$ cat config.mk
export PLATFORM = sky130hd
export DESIGN_NAME = netTop
export DESIGN_NICKNAME = d
export VERILOG_FILES = /design/src/hw/netCtrlPkg.sv /design/src/hw/netConfigPkg.sv /design/src/hw/netTop.sv /design/src/hw/poolCore.sv /design/src/hw/globalBuffer.sv /design/src/hw/netController.sv /design/src/hw/padInterface.sv /design/src/hw/startDebounce.sv
export SDC_FILE = /design/constraint.sdc
export NUM_CORES = 2
export LEC_CHECK = 0
export BUFFER_PORTS_ARGS = -buffer_cell sky130_fd_sc_hd__buf_2
export CORE_MARGIN = 2
export CORE_UTILIZATION = 35
export CTS_BUF_LIST = sky130_fd_sc_hd__clkbuf_8
export CTS_CLUSTER_SIZE = 40
export DETAILED_ROUTE_END_ITERATION = 10
export PLACE_DENSITY = 0.48
export SLEW_MARGIN = 25
export SYNTH_ARGS = -nofsm -noshare
export SYNTH_HDL_FRONTEND = slang
export SYNTH_SLANG_ARGS = --single-unit
$ cat constraint.sdc
create_clock -name clk -period 4.9 [get_ports clk]
set_input_delay 0.98 -clock clk [delete_from_list [all_inputs] [get_ports clk]]
set_output_delay 0.98 -clock clk [all_outputs]
set_load 0.005 [all_outputs]
$ cat src/hw/netCtrlPkg.sv
// Controller states and config word

package netCtrlPkg;

    typedef enum logic [2:0] {
        ctrlIdle,
        ctrlCfg,
        ctrlLoad,
        ctrlPool,
        ctrlDrain,
        ctrlSend,
        ctrlDone
    } ctrlStateT;

    // Config word fields
    localparam int cfgCountLsb = 0;
    localparam int cfgCountMsb = 6;
    localparam int cfgKLsb     = 8;
    localparam int cfgKMsb     = 11;

endpackage

$ cat src/hw/netConfigPkg.sv
// Data format and buffer layout

package netConfigPkg;

    // ==================================================
    // Word format
    // ==================================================
    localparam int actWidth  = 8;
    localparam int wordBytes = 8;

    typedef logic [actWidth*wordBytes-1:0] wordT;

    // ==================================================
    // Buffer layout
    // ==================================================
    localparam int bufDepth = 64;
    localparam int maxWords = 32;

    typedef logic [$clog2(bufDepth)-1:0] addrT;
    typedef logic [6:0]                  countT;
    typedef logic [3:0]                  poolKT;

    // Input words at the bottom, pooled results in the upper half
    localparam addrT inBase  = 6'd0;
    localparam addrT outBase = 6'd32;

endpackage
$ cat src/hw/netTop.sv
// Point-cloud pooling top
`timescale 1ns/1ns

module netTop #(
    parameter int debounceCycles = 1000
) (
    input  logic               clk,
    input  logic               rst,
    input  logic               startPulse,
    input  netConfigPkg::wordT inDat,
    input  logic               inDatVld,
    output logic               inDatRdy,
    output netConfigPkg::wordT outDat,
    output logic               outDatVld,
    output logic               outDatLast,
    input  logic               outDatRdy,
    output logic               datOe,
    output logic               netFnh
);
    import netConfigPkg::*;

    logic startStrobe;
    logic loadEn;
    logic sendMode;
    logic inStrobe;
    wordT inWord;
    logic outFree;
    logic lastWord;
    logic wrEn;
    addrT wrAddr;
    wordT wrDat;
    logic rdEn;
    addrT rdAddr;
    wordT rdDat;
    logic rdVld;
    logic grpFirst;
    logic grpLast;
    wordT resDat;
    logic resVld;

    // ==================================================
    // Start button
    // ==================================================
    startDebounce #(
        .debounceCycles (debounceCycles)
    ) u_startDebounce (
        .clk         (clk),
        .rst         (rst),
        .button      (startPulse),
        .startStrobe (startStrobe)
    );

    // ==================================================
    // Pad side
    // ==================================================
    padInterface u_padInterface (
        .clk        (clk),
        .rst        (rst),
        .sendMode   (sendMode),
        .loadEn     (loadEn),
        .inDat      (inDat),
        .inDatVld   (inDatVld),
        .inDatRdy   (inDatRdy),
        .inWord     (inWord),
        .inStrobe   (inStrobe),
        .rdDat      (rdDat),
        .rdVld      (rdVld),
        .lastWord   (lastWord),
        .outFree    (outFree),
        .outDat     (outDat),
        .outDatVld  (outDatVld),
        .outDatLast (outDatLast),
        .outDatRdy  (outDatRdy),
        .datOe      (datOe)
    );

    // ==================================================
    // Control, buffer and pooling
    // ==================================================
    netController u_netController (
        .clk         (clk),
        .rst         (rst),
        .startStrobe (startStrobe),
        .inWord      (inWord),
        .inStrobe    (inStrobe),
        .loadEn      (loadEn),
        .sendMode    (sendMode),
        .outFree     (outFree),
        .lastWord    (lastWord),
        .wrEn        (wrEn),
        .wrAddr      (wrAddr),
        .wrDat       (wrDat),
        .rdEn        (rdEn),
        .rdAddr      (rdAddr),
        .grpFirst    (grpFirst),
        .grpLast     (grpLast),
        .resDat      (resDat),
        .resVld      (resVld),
        .outDatVld   (outDatVld),
        .outDatRdy   (outDatRdy),
        .netFnh      (netFnh)
    );

    globalBuffer u_globalBuffer (
        .clk    (clk),
        .rst    (rst),
        .wrEn   (wrEn),
        .wrAddr (wrAddr),
        .wrDat  (wrDat),
        .rdEn   (rdEn),
        .rdAddr (rdAddr),
        .rdDat  (rdDat),
        .rdVld  (rdVld)
    );

    poolCore u_poolCore (
        .clk      (clk),
        .rst      (rst),
        .rdDat    (rdDat),
        .rdVld    (rdVld),
        .grpFirst (grpFirst),
        .grpLast  (grpLast),
        .resDat   (resDat),
        .resVld   (resVld)
    );

endmodule

$ cat src/hw/poolCore.sv
// Byte-wise max pooling
`timescale 1ns/1ns

module poolCore (
    input  logic               clk,
    input  logic               rst,
    input  netConfigPkg::wordT rdDat,
    input  logic               rdVld,
    input  logic               grpFirst,
    input  logic               grpLast,
    output netConfigPkg::wordT resDat,
    output logic               resVld
);
    import netConfigPkg::*;

    logic firstD;
    logic lastD;
    wordT acc;
    wordT accNext;

    // Group flags delayed to meet the buffer data
    always_ff @(posedge clk) begin
        if (rst) begin
            firstD <= 1'b0;
            lastD  <= 1'b0;
            resVld <= 1'b0;
        end else begin
            firstD <= grpFirst;
            lastD  <= grpLast;
            resVld <= rdVld && lastD;
        end
    end

    // Unsigned max per byte lane
    always_comb begin
        for (int b = 0; b < wordBytes; b++) begin
            if (firstD || rdDat[b*actWidth +: actWidth] > acc[b*actWidth +: actWidth]) begin
                accNext[b*actWidth +: actWidth] = rdDat[b*actWidth +: actWidth];
            end else begin
                accNext[b*actWidth +: actWidth] = acc[b*actWidth +: actWidth];
            end
        end
    end

    always_ff @(posedge clk) begin
        if (rdVld) begin
            acc <= accNext;
            if (lastD) begin
                resDat <= accNext;
            end
        end
    end

endmodule

$ cat src/hw/globalBuffer.sv
// Global word buffer
`timescale 1ns/1ns

module globalBuffer (
    input  logic               clk,
    input  logic               rst,
    input  logic               wrEn,
    input  netConfigPkg::addrT wrAddr,
    input  netConfigPkg::wordT wrDat,
    input  logic               rdEn,
    input  netConfigPkg::addrT rdAddr,
    output netConfigPkg::wordT rdDat,
    output logic               rdVld
);
    import netConfigPkg::*;

    wordT mem [bufDepth];

    always_ff @(posedge clk) begin
        if (wrEn) begin
            mem[wrAddr] <= wrDat;
        end
        if (rdEn) begin
            rdDat <= mem[rdAddr];
        end
    end

    // Data valid one cycle after the read
    always_ff @(posedge clk) begin
        if (rst) begin
            rdVld <= 1'b0;
        end else begin
            rdVld <= rdEn;
        end
    end

endmodule

$ cat src/hw/netController.sv
// Load, pool and send sequencing
`timescale 1ns/1ns

module netController (
    input  logic               clk,
    input  logic               rst,
    input  logic               startStrobe,
    input  netConfigPkg::wordT inWord,
    input  logic               inStrobe,
    output logic               loadEn,
    output logic               sendMode,
    input  logic               outFree,
    output logic               lastWord,
    output logic               wrEn,
    output netConfigPkg::addrT wrAddr,
    output netConfigPkg::wordT wrDat,
    output logic               rdEn,
    output netConfigPkg::addrT rdAddr,
    output logic               grpFirst,
    output logic               grpLast,
    input  netConfigPkg::wordT resDat,
    input  logic               resVld,
    input  logic               outDatVld,
    input  logic               outDatRdy,
    output logic               netFnh
);
    import netConfigPkg::*;
    import netCtrlPkg::*;

    ctrlStateT state;
    ctrlStateT stateNext;
    countT     wordCnt;
    countT     cfgCount;
    poolKT     kCfg;
    countT     xferCnt;
    poolKT     grpPos;
    countT     grpTotal;
    countT     resCnt;
    logic      inFlight;
    logic      lastIdx;
    logic      sendRd;
    logic      finalHs;

    assign cfgCount = inWord[cfgCountMsb:cfgCountLsb];
    assign lastIdx  = (xferCnt == wordCnt - 1'b1);
    assign sendRd   = (state == ctrlSend) && outFree && !inFlight && (xferCnt != grpTotal);
    // Final word sits alone in the output register once no read is pending
    assign finalHs  = !inFlight && (xferCnt == grpTotal) && outDatVld && outDatRdy;

    // ==================================================
    // State machine
    // ==================================================
    always_comb begin
        stateNext = state;
        case (state)
            ctrlIdle:  if (startStrobe) stateNext = ctrlCfg;
            ctrlCfg:   if (inStrobe) stateNext = ctrlLoad;
            ctrlLoad:  if (inStrobe && lastIdx) stateNext = ctrlPool;
            ctrlPool:  if (lastIdx) stateNext = ctrlDrain;
            ctrlDrain: if (resVld && resCnt == grpTotal - 1'b1) stateNext = ctrlSend;
            ctrlSend:  if (finalHs) stateNext = ctrlDone;
            ctrlDone:  stateNext = ctrlIdle;
            default:   stateNext = ctrlIdle;
        endcase
    end

    always_ff @(posedge clk) begin
        if (rst) begin
            state    <= ctrlIdle;
            wordCnt  <= '0;
            kCfg     <= '0;
            xferCnt  <= '0;
            grpPos   <= '0;
            grpTotal <= '0;
            resCnt   <= '0;
            inFlight <= 1'b0;
        end else begin
            state    <= stateNext;
            inFlight <= sendRd;
            if (resVld) begin
                resCnt <= resCnt + 1'b1;
            end
            case (state)
                ctrlIdle: begin
                    xferCnt  <= '0;
                    grpPos   <= '0;
                    grpTotal <= '0;
                    resCnt   <= '0;
                end
                ctrlCfg: if (inStrobe) begin
                    // Clamp oversized loads to the input region
                    wordCnt <= (cfgCount > countT'(maxWords)) ? countT'(maxWords) : cfgCount;
                    kCfg    <= inWord[cfgKMsb:cfgKLsb];
                end
                ctrlLoad: if (inStrobe) begin
                    xferCnt <= lastIdx ? '0 : xferCnt + 1'b1;
                end
                ctrlPool: begin
                    xferCnt <= lastIdx ? '0 : xferCnt + 1'b1;
                    grpPos  <= grpLast ? '0 : grpPos + 1'b1;
                    if (grpLast) begin
                        grpTotal <= grpTotal + 1'b1;
                    end
                end
                ctrlSend: if (sendRd) begin
                    xferCnt <= xferCnt + 1'b1;
                end
                default: ;
            endcase
        end
    end

    // ==================================================
    // Outputs
    // ==================================================
    assign loadEn   = (state == ctrlCfg) || (state == ctrlLoad);
    // Taken from the next state so the registered datOe tracks the send state
    assign sendMode = (stateNext == ctrlSend);
    assign netFnh   = (state == ctrlDone);
    assign lastWord = inFlight && (xferCnt == grpTotal);

    assign grpFirst = (state == ctrlPool) && (grpPos == '0);
    assign grpLast  = (state == ctrlPool) && (grpPos == kCfg - 1'b1);

    assign rdEn   = (state == ctrlPool) || sendRd;
    assign rdAddr = (state == ctrlPool) ? inBase + xferCnt[5:0] : outBase + xferCnt[5:0];

    // Load words and pool results share the write port
    assign wrEn   = (state == ctrlLoad) ? inStrobe : resVld;
    assign wrAddr = (state == ctrlLoad) ? inBase + xferCnt[5:0] : outBase + resCnt[5:0];
    assign wrDat  = (state == ctrlLoad) ? inWord : resDat;

endmodule

$ cat src/hw/padInterface.sv
// Pad direction and output register
`timescale 1ns/1ns

module padInterface (
    input  logic               clk,
    input  logic               rst,
    input  logic               sendMode,
    input  logic               loadEn,
    input  netConfigPkg::wordT inDat,
    input  logic               inDatVld,
    output logic               inDatRdy,
    output netConfigPkg::wordT inWord,
    output logic               inStrobe,
    input  netConfigPkg::wordT rdDat,
    input  logic               rdVld,
    input  logic               lastWord,
    output logic               outFree,
    output netConfigPkg::wordT outDat,
    output logic               outDatVld,
    output logic               outDatLast,
    input  logic               outDatRdy,
    output logic               datOe
);
    logic outLoad;

    // Buffer reads only reach the pad while it drives out
    assign outLoad = rdVld && datOe;

    always_ff @(posedge clk) begin
        if (rst) begin
            datOe      <= 1'b0;
            outDatVld  <= 1'b0;
            outDatLast <= 1'b0;
        end else begin
            datOe <= sendMode;
            if (outLoad) begin
                outDatVld  <= 1'b1;
                outDatLast <= lastWord;
            end else if (outDatRdy) begin
                outDatVld  <= 1'b0;
                outDatLast <= 1'b0;
            end
        end
    end

    always_ff @(posedge clk) begin
        if (outLoad) begin
            outDat <= rdDat;
        end
    end

    assign outFree  = !outDatVld || outDatRdy;
    assign inDatRdy = loadEn && !datOe;
    assign inStrobe = inDatVld && inDatRdy;
    assign inWord   = inDat;

endmodule

$ cat src/hw/startDebounce.sv
// Start button debounce
`timescale 1ns/1ns

module startDebounce #(
    parameter int debounceCycles = 1000
) (
    input  logic clk,
    input  logic rst,
    input  logic button,
    output logic startStrobe
);
    localparam int cntWidth = $clog2(debounceCycles + 1);

    logic                btnSync;
    logic [cntWidth-1:0] stableCnt;
    logic                debLevel;
    logic                debLevelD;

    always_ff @(posedge clk) begin
        if (rst) begin
            btnSync   <= 1'b0;
            stableCnt <= '0;
            debLevel  <= 1'b0;
            debLevelD <= 1'b0;
        end else begin
            btnSync   <= button;
            debLevelD <= debLevel;
            // Count only while the input disagrees with the settled level
            if (btnSync == debLevel) begin
                stableCnt <= '0;
            end else if (stableCnt == cntWidth'(debounceCycles - 1)) begin
                stableCnt <= '0;
                debLevel  <= btnSync;
            end else begin
                stableCnt <= stableCnt + 1'b1;
            end
        end
    end

    // Release of the button starts the run
    assign startStrobe = !debLevel && debLevelD;

endmodule

# ---- Yosys cells after proc, flatten, opt, wreduce, memory -nomap -nowiden
# Memory sizes are Yosys's and may differ from the RTL's. A register that Yosys moved wholly into a read port is not among the register bits.
# Index checks and enable logic that the tools add are counted.
dict set report word_totals {
  regBits 252
  ramBits 4096
  inputBits 69
  out_inout_bits 69
  word_cells 136
  memories 1
}
dict set report classes {
  add_sub_neg 10
  magnitude_cmp 9
  eq_ne 17
  n_mux 33
  n_bitwise 1
  reduce_logical 43
}
# name words word_bits rd rd_clocked_by_memory_dff wr line
set mem_list {}
lappend mem_list {u_globalBuffer.mem 64 64 1 1 1 globalBuffer.sv:17} ;# wordT mem [bufDepth];
# cell n
set ops {}
lappend ops {{$gt 8x8->1} 8}
lappend ops {{$mux 64} 1}
lappend ops {{$mux 8} 8}
lappend ops {{$mux 7} 5}
lappend ops {{$pmux 7 s4} 1}
lappend ops {{$add 7x1->7 const B} 3}
lappend ops {{$eq 7x7->1} 3}
lappend ops {{$mux 3} 6}
lappend ops {{$pmux 3 s6} 1}
lappend ops {{$logic_and 1x1->1} 16}
lappend ops {{$pmux 7 s2} 1}
lappend ops {{$sub 7x1->7 const B} 2}
lappend ops {{$add 6x6->6 const A} 2}
lappend ops {{$eq 3x3->1 const B} 4}
lappend ops {{$mux 6} 2}
lappend ops {{$logic_or 1x1->1} 11}
lappend ops {{$add 10x1->10 const B} 1}
lappend ops {{$eq 10x10->1 const B} 1}
lappend ops {{$pmux 4 s2} 1}
lappend ops {{$reduce_and 2->1} 4}
lappend ops {{$gt 7x6->1 const B} 1}
lappend ops {{$ne 7x7->1} 1}
lappend ops {{$eq 3x2->1 const B} 2}
lappend ops {{$mux 1} 6}
lappend ops {{other kinds (16)} 22}

# ---- Longest topological paths before layout
dict set report logic_depth {
  depth_word 8
  ltp_mapped 10
  mapped_depth_nobuf 8
}

# ---- Hierarchy
# From an unflattened synthesis, not the netlist that was laid out.
dict set report hier_totals {
  hier_cells 7831
  area_unflattened_um2 170304.6
}
# module instances cells_per_inst area_each_um2 seq_area_each_um2
set by_module_without_submodules {}
lappend by_module_without_submodules {globalBuffer 1 6789 157355.9 124939.8}
lappend by_module_without_submodules {poolCore 1 435 6422.4 3903.7}
lappend by_module_without_submodules {netController 1 401 3415.8 800.8}
lappend by_module_without_submodules {padInterface 1 141 2522.4 1981.9}
lappend by_module_without_submodules {startDebounce 1 65 588.1 260.2}

# ---- Worst setup path after synthesis
# Ideal clock, no wire load.
dict set report synth_path {
  kind {flip-flop to flip-flop}
  startpoint {register u_netController.state[1]}
  endpoint {memory u_globalBuffer.mem[0][0] (netlist name), enable pin}
  setup_ns 0.487
  t_arrival_ns 4.498
  required_ns 4.413
  slack_ns -0.085
  stages_incl_launch_ff 8
  path_cell_list {dfxtp_1 clkbuf_1 or3b_2 clkbuf_1 clkbuf_1 o31ai_1 nand2_1 nor2_1}
}
dict set report synth_via {
  elab_chain_cells 7
}
# item line
set synth_lines {}
lappend synth_lines {{from (decl)} netController.sv:30} ;# ctrlStateT state;
lappend synth_lines {{from (signal assigned)} netController.sv:69} ;# state <= ctrlIdle;
lappend synth_lines {{from (signal assigned)} netController.sv:78} ;# state <= stateNext;
lappend synth_lines {{$eq 3x1->1 / $eq 3x2->1 (equally long branches)} {netController.sv:116, netController.sv:129, netController.sv:130}}
lappend synth_lines {{$logic_or 1x1->1} netController.sv:116} ;# assign loadEn = (state == ctrlCfg) || (state == ctrlLoad);
lappend synth_lines {{$logic_and 1x1->1} padInterface.sv:53} ;# assign inDatRdy = loadEn && !datOe;
lappend synth_lines {{$logic_and 1x1->1} padInterface.sv:54} ;# assign inStrobe = inDatVld && inDatRdy;
lappend synth_lines {{$mux 1} netController.sv:129} ;# assign wrEn = (state == ctrlLoad) ? inStrobe : resVld;
lappend synth_lines {{$mux 1} globalBuffer.sv:20} ;# if (wrEn) begin
lappend synth_lines {{$mux 1 (not written as such)} globalBuffer.sv:21} ;# mem[wrAddr] <= wrDat;
lappend synth_lines {{to (decl)} globalBuffer.sv:17}
# Several ways; a longest one is shown, not always the timed one.

# ---- Final worst setup path
dict set report layout_path {
  startpoint {register u_netController.state[1]}
  endpoint {memory u_globalBuffer.mem[23][21] (netlist name), enable pin}
}
# The elaborated chain is that of the path after synthesis.

==> reports/metrics.yaml <==
async_flop_share_pct: 0
pwr_density_cell_nw_per_um2: 386
setup_viol: 0
ys.warnings.count: 0
groute.usage.overall_pct: 20.4
drt-pass1-iter-count: 7
wl_per_cell_um: 33.6
dieHeight_um: 700
startpoint_type: "flip-flop"
design.die.area_um2: 490000
fmax_mhz: 252
gr-total-overflow: 0
status: "finished clean"
worst_ep_arrival_time_ps: 4840
syn2layout_area_growth_pct: 14.8
syn_area_um2: 169000
worstSetupPathType: "reg -> reg"
grt_max_degree: 117
rsz0062_at_grt: "false"
whs_ps: 182
ios: 138
synth_edf_count: 4352
coreArea_um2: 482000
p_leak_nw: 59.8
synthTopCellsByArea: "edfxtp_1 77%, mux4_2 17%, dfxtp_1 0.71%, nand2_1 0.69%, a22oi_1 0.58%"
cp_max_fo: 35
nFillCells: 42300
yosysUniqueCellTypes: 53
synthCells: 7218
viasPerCell: 5.41
via_count: 81800
drt.antenna.violating_nets: 0
seqCellArea_um2: 132000
min_path_type: "in -> reg"
wirelength_um: 508000
period_share_pct: 81.0
drv_slew: 0
maxCapViolCount: 0
yosys.area.top_type_share_pct: 77.1
clkLatencyLatePin_ps: 1290
cp-end-kind: "flip-flop"
ir_drop_mv: 0.314
rows: 255
cts.reportedPaths.clkPinSlew_ps: 60
post-route-util_pct: 40.4
final_nets: 8270
drcViolationCount: 0
gp_congestion: 0.796
final_hold_viol_count: 0
antenna_found_initial: 30
yosysMostFrequentCell: "edfxtp_1"
multiInputGateArea_um2: 36100
grt_pass1_vias: 85600
port_buffers: 137
worstMarginPinSlew_ps: 1190
synth_seq_cells: 4412
skew_ps: 76.4
synth_seq_area_share_pct: 77.9
yosys.area.top_type: "edfxtp_1"
max_slew_margin_pct: 20.7
period_minus_slack_ps: 3970
htree_levels: 6
numClockSinks: 4412
cts_tree: "done"
synth_flop_cell: "edfxtp_1"
ys_top_cells_by_count: "4352 x edfxtp_1, 1280 x mux4_2, 311 x nand2_1, 213 x clkbuf_1, 130 x a22oi_1"
grt_first_pass_wirelength_um: 699000
syn_nets: 7360
fp.dieW_um: 700
cts_buffer_depth: 4
required_ps: 5770
drive_gt1_share_pct: 32.0
start_util_pct: 35.1
cts_root_buf: "clkbuf_8"
hpwl_um: 298000
post_cts_buffers: 0
avgSynthCellArea_um2: 23.5
cts_buffers: 720
drtIter0Drc: 8787
## registers in the layout (all words and copies together), names as in the netlist, 10 cells and up
name	cells
u_globalBuffer.mem	4096
u_globalBuffer.rdDat	64
u_padInterface.outDat	64
u_poolCore.acc	64
u_poolCore.resDat	64
u_startDebounce.stableCnt	10
## cell usage in the layout, fill, tap and decap left out, types with 34 or more instances in the layout
cell	instances
edfxtp_1	4352
mux4_2	1280
clkbuf_8	739
inv_1	346
nand2_1	279
buf_4	278
clkinv_1	183
buf_2	137
a22oi_1	130
buf_12	122
ha_1	73
nand2b_1	66
nor2_4	66
o32ai_1	63
clkinv_2	57
dfxtp_1	54
nor2_1	48
a21oi_1	34
## report_power, final
part           switching (mW)  internal [mW]
sequential             0.0329           42.0
clock                    14.7           14.4
combinational            2.45           1.42
total                    17.2           57.8
## worst max-delay path, stage by stage, from the launching register on
cell and delay (ps):
dfxtp_1 500, or3b_4 640, nor2_1 280, a21oi_1 180
a21oi_1 330, nand2_1 480, buf_4 340, nor2_4 170
buf_4 520
## path summary, 6_finish.rpt
path | startpoint | endpoint | slack [ps] | cells past startpoint
worst max-delay path | u_netController.state[1] | u_globalBuffer.mem[23][21] | 930 | 8
worst min register to register | u_startDebounce.stableCnt[0] | u_startDebounce.stableCnt[0] | 440 | 1
worst min-delay path | inDat[6] | u_netController.wordCnt[5] | 180 | 3
worst max register to register | u_netController.state[1] | u_globalBuffer.mem[23][21] | 930 | 8
## routing by layer
metal / track usage, % / share of wire [%]
met3: 2.72 / 5.1
met1: 27.4 / 42
met5: 0 / 0.0039
met2: 35.4 / 51
met4: 4.87 / 2.3
## metrics by stage
| stage | power, mW | setup WS [ps] | TNS, ps | std cells | cell area, um2 |
|---|---|---|---|---|---|
| finish | 75.0 | 930 | 0 | 15100 | 195000 |
| global placement | 46.7 | 855 | 0 | 13800 | 182000 |
| global route | 77.6 | 724 | 0 | 15100 | 195000 |
| CTS | 76.0 | 806 | 0 | 15100 | 195000 |
| detailed placement | 46.8 | 879 | 0 | 13800 | 182000 |
| floorplan | 45.2 | -84.6 | -180520 | 7218 | 169000 |
## timing repair
action                                 CTS  global route
endpoints found under the hold margin   12             0
hold buffers                            16             0
resized for setup                        0             0
## logic make-up after synthesis
logic type,Yosys count,share of synthesized area [%]
xor gates and xnor gates,56,0.290
DFF,4412,77.9
and+or+nand+nor,619,1.64
adders and majority gates,73,0.539
buffers and inverters,452,1.21
muxes,1287,17.1
AOI/OAI and AO/OA,319,1.41
## layout make-up
| class | count | share of cell area, % |
|---|---|---|
| sequential | 4412 | 67.8 |
| multi-input combinational | 2354 | 18.6 |
| clock buffer | 739 | 5.23 |
| tap | 6425 | 4.13 |
| timing repair buffer | 553 | 2.76 |
| clock inverter | 551 | 1.34 |
| inverter | 87 | 0.168 |
| antenna | 12 | 0.0154 |
Power figures use the tool's default switching activity.
